[config.mk]
export PLATFORM = sky130hd
export DESIGN_NAME = tcdm_req_decode
export DESIGN_NICKNAME = d
export VERILOG_FILES = /design/src/hdl/tcdm_bus_pkg.sv /design/src/hdl/tcdm_mem_pkg.sv /design/src/hdl/tcdm_req_decode.sv
export SDC_FILE = /design/constraint.sdc
export NUM_CORES = 1
export LEC_CHECK = 0
export BUFFER_PORTS_ARGS = -buffer_cell sky130_fd_sc_hd__buf_2
export CAP_MARGIN = 20
export CORE_MARGIN = 1
export CORE_UTILIZATION = 35
export CTS_BUF_LIST = sky130_fd_sc_hd__clkbuf_8 sky130_fd_sc_hd__clkbuf_16
export DETAILED_ROUTE_END_ITERATION = 10
export PLACE_DENSITY = 0.8
export SETUP_SLACK_MARGIN = 0.4
export SYNTH_ARGS = -nofsm -noshare
export SYNTH_HDL_FRONTEND = slang
export SYNTH_SLANG_ARGS = --single-unit
[constraint.sdc]
create_clock -name clk_i -period 0.85 [get_ports clk_i]
set_clock_uncertainty 0.1 [all_clocks]
set_input_delay 0.0425 -clock clk_i [delete_from_list [all_inputs] [get_ports clk_i]]
set_output_delay 0.0425 -clock clk_i [all_outputs]
set_load 0.02 [all_outputs]
[src/hdl/tcdm_bus_pkg.sv]
// Port-level types of the TCDM master interface
// Data word union, master request and response structs
package tcdm_bus_pkg;

    // Bus widths
    localparam int unsigned TCDM_ADDR_W = 32;
    localparam int unsigned TCDM_DATA_W = 32;
    localparam int unsigned TCDM_BE_W   = TCDM_DATA_W / 8;

    // One data word, seen whole or per byte
    // Byte view is what the masked write path uses
    typedef union packed {
        logic [TCDM_DATA_W-1:0]      word;
        logic [TCDM_BE_W-1:0][7:0]   bytes;
    } tcdm_word_u;

    // Master request
    // wen low means write, high means read
    typedef struct packed {
        logic                    req;
        logic                    wen;
        logic [TCDM_ADDR_W-1:0]  add;
        logic [TCDM_BE_W-1:0]    be;
        tcdm_word_u              wdata;
    } tcdm_req_t;

    // Response to the master
    // Single-cycle valid, no back-pressure
    typedef struct packed {
        logic        valid;
        // Address was outside the memory
        logic        err;
        tcdm_word_u  rdata;
    } tcdm_resp_t;

endpackage

[src/hdl/tcdm_mem_pkg.sv]
// Bank-side types of the TCDM pipeline
// Width limits for bank index and row, decoded access, read tag
package tcdm_mem_pkg;

    // At most 16 banks
    localparam int unsigned MAX_BANK_IDX_W = 4;
    // At most 4096 words per bank
    localparam int unsigned MAX_ROW_W      = 12;

    // Decoded access, output of stage 1
    typedef struct packed {
        // Strobe for an in-range access only
        logic                                     acc;
        logic                                     wen;
        // Out-of-range request, acc stays low
        logic                                     err;
        logic [MAX_BANK_IDX_W-1:0]                bank;
        logic [MAX_ROW_W-1:0]                     row;
        logic [tcdm_bus_pkg::TCDM_BE_W-1:0]       be;
        tcdm_bus_pkg::tcdm_word_u                 wdata;
    } tcdm_bank_acc_t;

    // Travels beside the SRAM read word, stage 2 to stage 3
    typedef struct packed {
        // A response is owed for this slot
        logic                        rvalid;
        logic                        err;
        // Which bank holds the word
        logic [MAX_BANK_IDX_W-1:0]   bank;
    } tcdm_bank_tag_t;

endpackage

[src/hdl/tcdm_req_decode.sv]
// Stage 1 of the TCDM pipeline
// Registers the master request as a decoded bank access
// Word-interleaved bank index and row, out-of-range flag
`timescale 1ns/1ps

module tcdm_req_decode #(
    parameter int unsigned NB_BANKS  = 4,
    parameter int unsigned BANK_SIZE = 256
) (
    input  logic                          clk_i,
    input  logic                          rst_n,
    input  tcdm_bus_pkg::tcdm_req_t       req,
    output tcdm_mem_pkg::tcdm_bank_acc_t  dec_acc
);

    import tcdm_bus_pkg::*;
    import tcdm_mem_pkg::*;

    // Total words across all banks
    localparam int unsigned NB_WORDS = NB_BANKS * BANK_SIZE;

    logic [TCDM_ADDR_W-3:0]     word_addr;
    logic [MAX_BANK_IDX_W-1:0]  bank_idx;
    logic [MAX_ROW_W-1:0]       row;
    logic                       in_range;

    // Byte address to word address
    assign word_addr = req.add[TCDM_ADDR_W-1:2];

    // Low word bits pick the bank, the rest the row
    // Power-of-two sizes, so these reduce to bit slices
    assign bank_idx = MAX_BANK_IDX_W'(word_addr % NB_BANKS);
    assign row      = MAX_ROW_W'(word_addr / NB_BANKS);

    // Anything past the last word of the last row
    assign in_range = (word_addr < NB_WORDS);

    always_ff @(posedge clk_i) begin
        if (!rst_n) begin
            dec_acc.acc <= 1'b0;
            dec_acc.err <= 1'b0;
        end else begin
            // No bank sees an out-of-range access
            dec_acc.acc <= req.req & in_range;
            dec_acc.err <= req.req & ~in_range;
        end

        // Payload only loads on a request
        if (req.req) begin
            dec_acc.wen   <= req.wen;
            dec_acc.bank  <= bank_idx;
            dec_acc.row   <= row;
            dec_acc.be    <= req.be;
            dec_acc.wdata <= req.wdata;
        end
    end

endmodule

# Yosys cells after proc, flatten, opt, wreduce, memory -nomap -nowiden
# Cells that the tools add are included.
totals:
  latch_bits: 0
  in_bits: 72
  memories: 0
  ff_bits: 53
  mem_bits_ro: 0
  elab_cells: 11
  ram_bits: 0
  output_inout_bits: 55
op_classes:
  n_div: 0
  addsub: 0
  magnitude_cmp: 1
  shifts: 0
  muxes: 0
  reduce_logical: 0
  bitwise: 3
  n_eq_ne: 0
  mul: 0
ops:
  columns: ["cell", "n"]
  rows:
  - ["30-bit by 11-bit less-than comparator with 1-bit output (second input constant)", 1]
  - ["1-bit bitwise AND", 2]
  - ["1-bit NOT", 1]

# Longest topological paths before layout
depth:
  ltp_word: 3
  depth_mapped: 3
  mapped_depth_nobuf: 3

# Worst setup path before layout
# OpenSTA, ideal clock, no wires.
synth_timing:
  kind: "in2reg"
  from: "input req[58] (netlist name)"
  to: "register dec_acc[52] (netlist name)"
  n_path_buf: 0
  path_slack_ns: 0.050
  setup_ns: 0.115
  t_arrival_ns: 0.585
  cell_stages: 3
  required_ns: 0.635
  cell_sequence: "nor4_1 -> nand3_1 -> o21ba_1"
synth_via:
  elab_chain_len: 3
synth_rtl:
  columns: ["item", "line_no", "rtl"]
  rows:
  - ["from (decl)", "tcdm_req_decode.sv:12", "input tcdm_bus_pkg::tcdm_req_t req,"]
  - ["30-bit by 11-bit less-than comparator with 1-bit output", "tcdm_req_decode.sv:36", "assign in_range = (word_addr < NB_WORDS);"]
  - ["1-bit NOT", "tcdm_req_decode.sv:45", "dec_acc.err <= req.req & ~in_range;"]
  - ["1-bit bitwise AND", "tcdm_req_decode.sv:45", null]
  - ["to (decl)", "tcdm_req_decode.sv:13", "output tcdm_mem_pkg::tcdm_bank_acc_t dec_acc"]
# No other way between the ends.
# A chain may end at the register's enable or synchronous reset.

# Worst setup path in the final report
layout_timing:
  from: "register dec_acc[16] (netlist name)"
  to: "output dec_acc[16] (netlist name)"
# No word-level cell between the ends.

==> run metrics <==
fin. max-slew vios=0; cell family with most CP delay=flip-flops; Sinks on Clock Net=53; # diodes=0; Hold EP=dec_acc[36]; slowest CP cell=edfxtp_1; Period minus WS final=1030 ps; H-tree Lvls=2; PortBufs=122; maximum capacitance violations=0; Largest stage delay, worst path=410 ps; Tot GR Track Use=15.8%; share of layout cells above drive strength 1=72.4%; number of routed nets with antenna violations=0; Initial Util=37.1%; cts bufs inserted=5; row count=24; Clk pin slew, worst setup/hold paths=100 ps; Largest register FFs=53; arrival time worst endpoint=880 ps; Design Area, Final=2970 sq um; maximum achievable frequency=975 MHz; Setup Viol. Count Final=53; routed vias=1193; synth unique cells=9; Clock Tree Buf Depth=2; Setup crit end kind=output port; RSZ-0062 raised after global routing=true; WS Path Type=register to output port; fin crit share=121%; vias in the first global route=1112; Critical Path Source Type=register; biggest registers after layout=dec_acc: 53 flops; Hold Vio Cnt, Final=53; HP Class=input pin to register; clk root buf=clkbuf_8; DR DRC count=28; PD cells=1880 nW/um^2; WL final=4530 um; Worst EP required=710 ps; initial antenna violation count=0; status=finished with violations; total core area=4440 sq um; Placed Area=2440 sq um; FF+latch count, synth=53; Die Y=70.6 um; first-pass GRT wire length=5640 um; Via density=4.68; GP Congestion=0.694; Pre-Repair DR Iteration Count=7; PnR worst setup slack=-176 ps; Synth-to-Final Area Change=80.1%; Iter 0 DRT Violations=102; dpl ws=-109 ps; Nets=274; total grt overflow=0; largest net degree at the start of global routing=18; area of the multi-input gates=151 sq um; die area=4990 sq um; wire length per cell=17.8 um; num ports=127; hold path startpoint=req[40]; CTS tree=done; Fill cells=293; sequential fraction of the synthesis area=95.3%; Hold Path Stages=1; VDD IR max=755 uV; hold slack=-189 ps; post-synthesis instance area=1650 sq um; Largest Register=dec_acc; Synth warnings=0; width of the chip=70.6 um; failing checks=DRC, hold timing, setup timing; Sequential Area=1580 sq um; Post-Syn Instances=66; Avg Cell Area, Syn=25.0 sq um; Critical Path Fanout Max=1; Post-DP HPWL=2770 um; CP Cell Sequence=buf_2; leakage=1.25 nW; worst path buffer plus inverter count=1
==> report_power, final <==
group	switching, mW	internal [mW]	leakage [nW]
Combinational	0.486	0.521	0.690
Sequential	0.0916	3.08	0.517
Clock	0.813	0.586	0.0445
Total	1.39	4.19	1.25
==> layer usage <==
layer / wire (um) / vias up / GRT usage, %
met5: 0 / - / 0
met4: 0 / 0 / 4.00
met3: 600 / 0 / 6.55
met2: 2460 / 87 / 30.5
met1: 1480 / 575 / 15.6
li1: - / 531 / -
==> per-stage QoR <==
| step | cells | util, % | TNS (ps) | power, mW |
|---|---|---|---|---|
| 2_1_floorplan | 67 | - | 0 | 3.48 |
| 3_3_place_gp | 244 | 54.9 | -64.1 | 3.89 |
| 3_5_place_dp | 244 | 54.9 | -137 | 3.91 |
| 4_1_cts | 255 | 61.3 | -6980 | 5.41 |
| 5_1_grt | 255 | 66.8 | -8750 | 5.78 |
| 6_report | 255 | 66.8 | -6990 | 5.58 |
==> worst max-delay path by stage <==
stage,startpoint,to,slack (ps),cells past startpoint
3_3_place_gp,req[58],dec_acc[52],-60,4
2_1_floorplan,req[54],dec_acc[52],80,3
5_1_grt,dec_acc[35],dec_acc[35],-210,1
3_5_place_dp,req[54],dec_acc[52],-110,4
4_1_cts,dec_acc[25],dec_acc[25],-170,1
6_report,dec_acc[16],dec_acc[16],-180,1
==> area by class of cell <==
type	instances	share of cell area (%)
Clock buffer	5	2.32
Clock inverter	3	0.716
Multi-Input combinational cell	12	5.10
Sequential cell	53	53.2
Tap cell	52	2.19
Timing Repair Buffer	130	36.5
==> placed cells by master (no fill, tap or decap), drive strengths merged <==
cell type / n
buf: 130
clkbuf: 5
clkinv: 1
clkinvlp: 1
conb: 2
dfxtp: 2
edfxtp: 51
inv: 1
nand2: 2
nand3: 1
nor3: 1
nor4: 5
o21ba: 1
==> synth_stat cells <==
cell | number | share of area (%)
edfxtp_1 | 51 | 93
nor3_1 | 1 | 0.30
nor4_1 | 5 | 1.9
nand3_1 | 1 | 0.30
conb_1 | 1 | 0.23
buf_4 | 2 | 0.91
nand2_1 | 2 | 0.46
dfxtp_1 | 2 | 2.4
o21ba_1 | 1 | 0.61
==> kinds of logic (layout without fill, tap and decap cells) <==
logic type,Yosys count,in the layout,synth area share [%]
DFF,53,53,95.3
AOI/OAI and AO/OA,1,1,0.607
buffers and inverters,2,138,0.910
other,1,2,0.227
and+or+nand+nor,9,9,2.96
==> what timing repair did <==
action,in CTS,in global routing
cloned,2,0
pin swaps,5,6
endpoints found under the setup margin,106,55
buffers inserted,1,0
gates resized for setup,40,69
endpoints found under the hold margin,53,53
(Power assumes the default switching activity.)
