===== src/hdl/tcdm_bus_pkg.sv =====
// Port-level types of the TCDM master interface
// Data word union, master request and response structs
package tcdm_bus_pkg;

    // Bus widths
    localparam int unsigned TCDM_ADDR_W = 32;
    localparam int unsigned TCDM_DATA_W = 32;
    localparam int unsigned TCDM_BE_W   = TCDM_DATA_W / 8;

    // One data word, seen whole or per byte
    // Byte view is what the masked write path uses
    typedef union packed {
        logic [TCDM_DATA_W-1:0]      word;
        logic [TCDM_BE_W-1:0][7:0]   bytes;
    } tcdm_word_u;

    // Master request
    // wen low means write, high means read
    typedef struct packed {
        logic                    req;
        logic                    wen;
        logic [TCDM_ADDR_W-1:0]  add;
        logic [TCDM_BE_W-1:0]    be;
        tcdm_word_u              wdata;
    } tcdm_req_t;

    // Response to the master
    // Single-cycle valid, no back-pressure
    typedef struct packed {
        logic        valid;
        // Address was outside the memory
        logic        err;
        tcdm_word_u  rdata;
    } tcdm_resp_t;

endpackage


===== src/hdl/tcdm_mem_pkg.sv =====
// Bank-side types of the TCDM pipeline
// Width limits for bank index and row, decoded access, read tag
package tcdm_mem_pkg;

    // At most 16 banks
    localparam int unsigned MAX_BANK_IDX_W = 4;
    // At most 4096 words per bank
    localparam int unsigned MAX_ROW_W      = 12;

    // Decoded access, output of stage 1
    typedef struct packed {
        // Strobe for an in-range access only
        logic                                     acc;
        logic                                     wen;
        // Out-of-range request, acc stays low
        logic                                     err;
        logic [MAX_BANK_IDX_W-1:0]                bank;
        logic [MAX_ROW_W-1:0]                     row;
        logic [tcdm_bus_pkg::TCDM_BE_W-1:0]       be;
        tcdm_bus_pkg::tcdm_word_u                 wdata;
    } tcdm_bank_acc_t;

    // Travels beside the SRAM read word, stage 2 to stage 3
    typedef struct packed {
        // A response is owed for this slot
        logic                        rvalid;
        logic                        err;
        // Which bank holds the word
        logic [MAX_BANK_IDX_W-1:0]   bank;
    } tcdm_bank_tag_t;

endpackage


===== src/hdl/tcdm_resp_select.sv =====
// Stage 3 of the TCDM pipeline
// Read word mux over the banks and the registered response
`timescale 1ns/1ps

module tcdm_resp_select #(
    parameter int unsigned NB_BANKS = 4
) (
    input  logic                                      clk_i,
    input  logic                                      rst_n,
    input  tcdm_bus_pkg::tcdm_word_u [NB_BANKS-1:0]   bank_rdata,
    input  tcdm_mem_pkg::tcdm_bank_tag_t              bank_tag,
    output tcdm_bus_pkg::tcdm_resp_t                  resp
);

    import tcdm_bus_pkg::*;

    tcdm_word_u sel_word;

    // Error responses carry a zero word
    assign sel_word = bank_tag.err ? '0 : bank_rdata[bank_tag.bank];

    always_ff @(posedge clk_i) begin
        if (!rst_n) begin
            resp.valid <= 1'b0;
            resp.err   <= 1'b0;
        end else begin
            // One-cycle pulse per tagged slot
            resp.valid <= bank_tag.rvalid;
            resp.err   <= bank_tag.rvalid & bank_tag.err;
        end

        // Read word only loads with a response
        if (bank_tag.rvalid) begin
            resp.rdata <= sel_word;
        end
    end

endmodule


===== config.mk =====
export PLATFORM = sky130hd
export DESIGN_NAME = tcdm_resp_select
export DESIGN_NICKNAME = d
export VERILOG_FILES = /design/src/hdl/tcdm_bus_pkg.sv /design/src/hdl/tcdm_mem_pkg.sv /design/src/hdl/tcdm_resp_select.sv
export SDC_FILE = /design/constraint.sdc
export NUM_CORES = 1
export LEC_CHECK = 0
export BUFFER_PORTS_ARGS = -buffer_cell sky130_fd_sc_hd__buf_2
export CAP_MARGIN = 10
export CORE_MARGIN = 5
export CORE_UTILIZATION = 42
export DETAILED_ROUTE_END_ITERATION = 8
export HOLD_SLACK_MARGIN = 0.12
export PLACE_DENSITY = 0.87
export SLEW_MARGIN = 10
export SYNTH_ARGS = -nofsm -noshare
export SYNTH_HDL_FRONTEND = slang
export SYNTH_SLANG_ARGS = --single-unit

===== constraint.sdc =====
create_clock -name clk_i -period 2.8 [get_ports clk_i]
set_input_delay 0.42 -clock clk_i [delete_from_list [all_inputs] [get_ports clk_i]]
set_output_delay 0.42 -clock clk_i [all_outputs]
set_load 0.01 [all_outputs]

After elaboration in Yosys (flattened, before gate mapping)
Cells that the tools add are included.
{"block": "totals", "regBits": 34, "in_bits": 136, "out_inout_bits": 34, "word_cells": 7}
{"block": "classes", "order_cmp": 1, "muxes": 2, "bitwise_logic": 1}
{"op": "$bmux W32 S2", "count": 1}
{"op": "$mux W32", "count": 1}
{"op": "$lt A4 B3 Y1 const B", "count": 1}
{"op": "$and A1 B1 Y1", "count": 1}

Logic depth before layout (Yosys ltp)
Gate-level depths: netlist of the first run.
{"block": "depth", "depth_word": 2, "ltp_mapped": 4}

Worst setup path after synthesis of the first run
Ideal clock, no wire load.
{"block": "synth_path", "kind": "input-to-reg", "startpoint": "input port bank_tag[1] in the netlist's numbering", "endpoint": "register resp[0] in the netlist's numbering, data pin", "setup_time_ps": 271, "arrival_time_ps": 977, "required_ps": 2529, "slack_ps": 1551, "path_stages": 4, "n_path_buf": 2, "path_cell_list": "buf_6 -> buf_6 -> mux2i_1 -> o22ai_1"}
{"block": "synth_via", "elab_chain_len": 2}
{"element": "start, declared", "line": "tcdm_resp_select.sv:11", "source": "input tcdm_mem_pkg::tcdm_bank_tag_t bank_tag,"}
{"element": "$bmux W32 S2", "line": "tcdm_resp_select.sv:20", "source": "assign sel_word = bank_tag.err ? '0 : bank_rdata[bank_tag.bank];"}
{"element": "$mux W32 (not written as such)", "line": "tcdm_resp_select.sv:20"}
{"element": "end, declared", "line": "tcdm_resp_select.sv:12", "source": "output tcdm_bus_pkg::tcdm_resp_t resp"}
No other way between the ends. The select of a mux whose other input is x is not followed.
A chain may end at the register's enable or synchronous reset.

Final worst setup path of the first run
{"block": "layout_path", "startpoint": "input port bank_tag[1] in the netlist's numbering", "endpoint": "register resp[22] in the netlist's numbering, data pin"}
The elaborated chain is that of the path after synthesis.

==> results of run 1 <==
[worst min path at each step]
stage           startpoint  endpoint  slack [ns]  cells past startpoint
6_report             rst_n  resp[33]        0.36                      2
5_1_grt              rst_n  resp[33]        0.37                      2
4_1_cts              rst_n  resp[33]        0.35                      2
3_5_place_dp         rst_n  resp[33]        0.65                      2
3_3_place_gp         rst_n  resp[33]        0.64                      2
2_1_floorplan  bank_tag[5]   resp[0]        0.53                      0
[placed cells by master, fill, tap and decap left out]
cell      count
dfxtp_1       2
or2b_1        1
mux2i_1      64
and3_1        1
clkinv_2      2
buf_4         3
or2_1         1
buf_2       166
and2_1        1
buf_12        1
o22ai_1      32
clkbuf_1      1
edfxtp_1     32
clkbuf_8      5
[layout make-up]
cell class              count  area [um2]  area share
flip-flops and latches     34        1001      0.3462
repair buffers            170       873.3      0.3020
multi-input cells         100       867.1      0.2999
clock buffers               6       72.57     0.02510
well taps                  54       67.56     0.02337
clock inverters             2       10.01    0.003462
[where the power goes]
part           total [mW]  switching, mW  leakage, nW  internal, mW
logic               0.304          0.145         1.11         0.159
clock network       0.341          0.168       0.0450         0.172
registers           0.619        0.00964        0.325         0.610
total                1.26          0.323         1.48         0.941
[per-stage QoR]
step           setup slack, ns  cell area (um2)
2_1_floorplan            1.551             2004
3_3_place_gp             1.014             2809
3_5_place_dp            0.9811             2809
4_1_cts                  1.289             2892
5_1_grt                  1.224             2892
6_report                 1.288             2892
[layer usage]
| layer | track usage | share of wire | wire length [um] |
|---|---|---|---|
| met4 | 0.06701 | 0.018 | 105 |
| met2 | 0.3350 | 0.53 | 3040 |
| met3 | 0.05782 | 0.098 | 563 |
| met1 | 0.1851 | 0.35 | 2011 |
| met5 | 0 | 0 | 0 |
[logic make-up (layout without fill, tap and decap cells)]
group                  after synthesis  count (layout)
buffers and inverters               14             178
AOI/OAI and AO/OA                   32              32
DFF                                 34              34
and+or+nand+nor                      4               4
muxes                               64              64
==> metrics, run 1 <==
die area=6254 um2; Synth Instances=148; clock sink count=34; synthesized flop and latch total=34; GR Util All Layers=0.1795; Post-DP HPWL=4.574 mm; EDFF count, synth=32; first-pass GRT wire length=8.797 mm; Seq/Total Area, Yosys=0.4994; Crit path largest cell delay=0.35 ns; FILL cells=390; Least-Margin Pin Slew=0.7611 ns; Layout Nets=447; Routed wire per std cell=15.63 um; total congestion overflow=0; CP cell instances=buf_4 > buf_12 > mux2i_1 > o22ai_1; Iteration-0 DRC Markers=47; DR vias/cell=5.030; Final Critical Period=1.512 ns; ys async rst share=0; Die Width=79.08 um; Worst path slowest cell=buf_4; CP endpoint kind=register; Min Hold Slack=0.3585 ns; crit path capture=resp[22]; Post-CTS Hold Buffers=0; area added between synthesis and finish=44.26%; setup TNS=0 ns; CTS tree=yes; Area contributors post-synth=edfxtp_1, mux2i_1, o22ai_1, buf_6, dfxtp_1; Max Root-Sink Buffers=2; mux contribution to synthesized area=0.3196; MaxCap Viol Count=0; I/O pins=170; Starting Density=0.4272; fin util=0.6163; drt total wl=5.721 mm; Finished Layout Cells=366; Core Rows=25; drt drc=0; Stages on worst setup path=4; commonest cells in the netlist=mux2i_1, edfxtp_1, o22ai_1; ys flop type=edfxtp_1; Fmax achieved=661.5 MHz; CTS Buf Count=5; max reg flops=34; Mapped Avg Cell Area=13.54 um2; Leakage=1.484 nW; initial antenna violation count=0; Pwr Density=437.0 nW/um2; simple-gate portion of the synthesized area=0.01311; fin crit share=0.5399; cell type with the highest aggregate area in the netlist=edfxtp_1; Regs by FF count=resp x34; Worst Hold Class=in2reg; Setup crit start=bank_tag[1]; ant diodes=0; via count=1841; RSZ-0062 raised after global routing=false; Synth Cell Area=2004 um2; H-tree depth=2; startpoint types=primary input; Worst-path clk slew=0.07 ns; GP Congestion=0.8014; largest family of logic cells by synthesized area=multiplexers; largest register by flop count=resp; XOR/XNOR Fraction of Synth Area=0; Synth Area in Adders=0; relative slew slack=0.4926; critical path class=in2reg; number of setup buffers added after CTS=0; CORE AREA=4692 um2; yosys warns=0; vias in the first global route=1959; Yosys cell types=11; Buffers on Ports=167; Slew Limit Fails=0; total power=1.264 mW; Die Ht=79.08 um; placed cell count=358; WP buf/inv=2; crit-path max FO=40; VDD IR-drop max=0.2577 mV; Synth top area share=0.4794; CTS root buf=clkbuf_8; largest net degree at the start of global routing=41; CTS resizes=0; most common cell in the synthesized netlist=mux2i_1; status=complete, no violations; Synth Area in Compound Gates=0.09988; post-route ant nets=0; Hold Fails Final Rpt=0; Crit path max-delay family=buffers and inverters; critical path arrival=1.52 ns; Syn Nets=284; share of layout cells above drive strength 1=0.5673; First-pass DRT Iterations=4; worst path required time=2.80 ns; Setup Viol. Count Final=0
(Power assumes the default switching activity.)
==> run 2, diff against run 1 <==
Settings changed: CORE_UTILIZATION 42 to 39, PLACE_DENSITY 0.87 to 0.82.
Clock period 2.8 ns to 1.45 ns, I/O delays scaled along.
==> run 2 against run 1 <==
- design area up 2.6%
- clock power increased by 85%
- routed wire length fell by 3.6%
- largest power group unchanged
- worst hold slack lost 0.19 ns
- critical path type is now reg2out
==> metrics, run 2 (synthesis gave the netlist of run 1 again) <==
ant diodes=0 (unchanged); via count=1863 (+1.2%); CTS root buf=clkbuf_8; CORE AREA=5042 um2 (+7.5%); number of setup buffers added after CTS=0 (unchanged); Post-CTS Hold Buffers=0 (unchanged); Final Critical Period=1.017 ns; worst setup margin=0.4328 ns (-0.8554 ns); cell area after layout=2965 um2 (+2.6%); CTS resizes=0 (unchanged); crit-path max FO=1 (-98%); startpoint types=register; most frequent cells in the layout=buf_2, mux2i_1, o22ai_1, edfxtp_1; Fmax achieved=983.1 MHz; I/O pins=170 (unchanged); share of layout cells above drive strength 1=0.5696 (+0.002313); first-pass GRT wire length=8.217 mm (-6.6%); pre-CTS WS=0.2570 ns (-0.7241 ns); Iteration-0 DRC Markers=60 (+28%); drt drc=0 (unchanged); Max Root-Sink Buffers=2 (unchanged); GR Util All Layers=0.1625 (-0.01694); Worst Hold Class=in2reg; VDD IR-drop max=0.4333 mV (+68%); initial antenna violation count=0 (unchanged); Min Hold Slack=0.1663 ns (-0.1921 ns); Reg area=1001 um2 (unchanged); Least-Margin Pin Slew=0.2294 ns (-0.5317 ns); WP buf/inv=1 (-1); setup TNS=0 ns (unchanged); CP cell instances=buf_2; post-route ant nets=0 (unchanged); clock sink count=34 (unchanged); Layout Nets=451 (+0.89%); max reg flops=34 (unchanged); vias in the first global route=1916 (-2.2%); placed cell count=378 (+5.6%); relative slew slack=0.8471 (+0.3545); CP endpoint kind=output port; H-tree depth=2 (unchanged); Slew Limit Fails=0 (unchanged); area of the multi-input gates=867.1 um2 (unchanged); drt total wl=5.514 mm (-3.6%); Leakage=1.509 nW (+1.7%); Worst-path clk slew=0.07 ns (about the same); Buffers on Ports=167 (unchanged); Crit path largest cell delay=0.37 ns (+0.02 ns); total congestion overflow=0 (unchanged); CTS Buf Count=5 (unchanged); Finished Layout Cells=386 (+5.5%); largest register by flop count=resp; Starting Density=0.3975 (-0.02968); MaxCap Viol Count=0 (unchanged); Regs by FF count=resp x34; die area=6673 um2 (+6.7%); area added between synthesis and finish=47.94%; Crit path max-delay family=flip-flops; DR vias/cell=4.826 (-4.0%); First-pass DRT Iterations=4 (unchanged); commonest non-fill, non-tap cell in the layout=buf_2; Core Rows=26 (+4.0%); Pwr Density=818.0 nW/um2 (+87%); Routed wire per std cell=14.28 um (-8.6%); Die Width=81.69 um (+3.3%); RSZ-0062 raised after global routing=false; placed instance area=2884 um2 (+2.7%); FILL cells=429 (+10%); GP Congestion=0.8194 (+2.2%); worst path required time=1.23 ns (-1.57 ns); critical path arrival=0.80 ns (-0.72 ns); Die Ht=81.69 um (+3.3%); Hold Fails Final Rpt=0 (unchanged); largest net degree at the start of global routing=35 (-15%); CTS tree=yes; fin crit share=0.7015; Worst path slowest cell=edfxtp_1; critical path class=reg2out; Setup Viol. Count Final=0 (unchanged); status=complete, no violations
## run 2: changes by cell type in the layout (fill, tap and decap cells not counted), sizes merged
cell,delta
buf,+4
## run 2: path summary, 6_finish.rpt
path | startpoint | end | slack, ns | cells past startpoint
worst min-delay path | rst_n | resp[33] | 0.17 | 2
worst max-delay path | resp[31] | resp[31] | 0.43 | 1
## run 2: cell type report
| type | instances | share of cell area |
|---|---|---|
| clock buffer | 6 | 0.02447 |
| sequential | 34 | 0.3376 |
| tap | 70 | 0.02954 |
| multi-input combinational | 100 | 0.2924 |
| clock inverter | 2 | 0.002954 |
| timing repair buffer | 174 | 0.3131 |
## run 2: layer usage
metal | global-route usage | wire length, um | vias up
li1 | - | - | 927
met1 | 0.1530 | 1800 | 835
met2 | 0.3151 | 3145 | 93
met3 | 0.05811 | 502 | 8
met4 | 0.06478 | 66 | 0
met5 | 0 | 0 | -
## run 2: metrics by stage
stage	total power [mW]	utilization
2_1_floorplan	1.517	-
3_3_place_gp	1.806	0.5720
3_5_place_dp	1.825	0.5720
4_1_cts	2.470	0.5881
5_1_grt	2.585	0.5881
6_report	2.426	0.5881
## run 2: report_power, final
part / internal [mW] / switching (mW)
logic: 0.322 / 0.279
clock network: 0.329 / 0.301
registers: 1.18 / 0.0182
==> run 3, diff against run 2 <==
Settings changed: CORE_UTILIZATION 39 to 35, PLACE_DENSITY 0.82 to 0.77.
Clock period 1.45 ns to 0.8 ns, I/O delays scaled along.
==> run 3 against run 2 <==
- the flow now finishes with violations (negative setup slack)
- critical path type unchanged
- sequential power increased by 82%
- sequential share of layout area decreased by 1.3 points
- total power increased by 86%
- critical path depth unchanged
- global-route usage decreased by 0.12 points
==> metrics, run 3 (synthesis gave the netlist of run 1 again) <==
status=finished with violations; failing checks=negative setup slack; Buffers on Ports=167 (unchanged); grt peak-use layer=met2; vias in the first global route=2059 (+7.5%); Setup Viol. Count Final=34 (+34); Worst path slowest cell=edfxtp_1; VDD IR-drop max=0.5801 mV (+34%); relative slew slack=0.8725 (+0.02539); MaxCap Viol Count=0 (unchanged); Fmax achieved=1070 MHz; RSZ-0062 raised after global routing=true; met2 usage=0.3114 (-0.003706); fin crit share=1.169; critical path arrival=0.81 ns (about the same); fin util=0.5560 (-0.03208); largest net degree at the start of global routing=18 (-49%); Crit path largest cell delay=0.39 ns (+0.02 ns); met1 Use GR=0.1676 (+0.01457); Leakage=1.559 nW (+3.3%); H-tree depth=2 (unchanged); Die Width=85.68 um (+4.9%); GR Util All Layers=0.1613 (-0.001235); ant diodes=0 (unchanged); hold_sp=bank_tag[5]; First-pass DRT Iterations=4 (unchanged); Starting Density=0.3618 (-0.03573); die area=7340 um2 (+10%); FILL cells=511 (+19%); setup TNS=-3.375 ns (-3.375 ns); total power=4.523 mW (+86%); Setup crit start=resp[18]; initial antenna violation count=0 (unchanged); Worst Hold Class=in2reg; pre-CTS WS=-0.3390 ns (-0.5960 ns); Die Ht=85.68 um (+4.9%); startpoint types=register; crit-path max FO=1 (unchanged); Hold Fails Final Rpt=0 (unchanged); number of setup buffers added after CTS=0 (unchanged); Pwr Density=1468 nW/um2 (+80%); total congestion overflow=0 (unchanged); commonest non-fill, non-tap cell in the layout=buf_2; I/O pins=170 (unchanged); Final Critical Period=0.9349 ns; CTS tree=yes; CTS root buf=clkbuf_8; CTS Buf Count=5 (unchanged); clock sink count=34 (unchanged); Post-DP HPWL=4.873 mm; Routed wire per std cell=15.67 um (+9.7%); Layout Nets=456 (+1.1%); Iteration-0 DRC Markers=56 (-6.7%); max reg flops=34 (unchanged); post-route ant nets=0 (unchanged); Slew Limit Fails=0 (unchanged); CP cell instances=buf_2; GP Congestion=0.7909 (-3.5%); grt met3 use=0.05668 (-0.001438); first-pass GRT wire length=9.377 mm (+14%); CP endpoint kind=output port; worst setup margin=-0.1349 ns (-0.5677 ns); CORE AREA=5540 um2 (+9.9%); largest register by flop count=resp; Worst-path clk slew=0.07 ns (about the same); Hold EP=resp[33]; Core Rows=27 (+3.8%); DR vias/cell=4.768 (-1.2%); critical path class=reg2out; share of layout cells above drive strength 1=0.5794 (+0.009819); area added between synthesis and finish=53.68%; Hold Crit Depth=2 (unchanged); most frequent cells in the layout=buf_2, mux2i_1, edfxtp_1; drt drc=0 (unchanged); via count=1874 (+0.59%); Regs by FF count=resp x34; worst path required time=0.68 ns (-0.55 ns); Crit path max-delay family=flip-flops; Max Root-Sink Buffers=2 (unchanged); WP buf/inv=1 (unchanged); Least-Margin Pin Slew=0.1860 ns (-0.04341 ns); drt total wl=6.160 mm (+12%)
[run 3: power by group]
group | switching [mW] | leakage (nW) | internal [mW]
registers | 0.0377 | 0.325 | 2.13
clock network | 0.587 | 0.0426 | 0.598
logic | 0.531 | 1.19 | 0.638
[run 3: timing repair]
item / 4_1_cts / 5_1_grt
gates cloned: 2 / 0
hold endpoints to repair: 2 / 0
pin swaps: 0 / 0
gates resized for setup: 4 / 2
hold buffers: 1 / 0
setup endpoints to repair: 36 / 35
[run 3: layout make-up]
type	instances	area, um2	area share
Clock inverter	2	8.758	0.002843
Clock buffer	6	72.57	0.02356
Sequential cell	34	1001	0.3249
Tap cell	72	90.09	0.02924
Multi-Input combinational cell	100	877.1	0.2847
Timing Repair Buffer	179	1031	0.3347
[run 3: how the worst max path moves through the flow]
stage	end	slack (ns)	cells after the start
2_1_floorplan	resp[0]	-0.10	4
3_3_place_gp	resp[10]	-0.27	4
3_5_place_dp	resp[16]	-0.34	4
4_1_cts	resp[18]	-0.15	1
5_1_grt	resp[18]	-0.18	1
6_report	resp[18]	-0.13	1
[run 3: through the flow]
stage / instance area (um2) / hold WS (ns) / instances
2_1_floorplan: 2038 / 0.2325 / 148
3_3_place_gp: 2914 / 0.3420 / 382
3_5_place_dp: 2914 / 0.3494 / 382
4_1_cts: 3068 / 0.1395 / 393
5_1_grt: 3080 / 0.1419 / 393
6_report: 3080 / 0.1413 / 393
[run 3: routing by layer]
| metal | up-vias | part of all wire |
|---|---|---|
| met2 | 93 | 0.54 |
| met4 | 0 | 0.0047 |
| met1 | 838 | 0.34 |
| li1 | 939 | - |
| met3 | 4 | 0.11 |
| met5 | - | 0 |
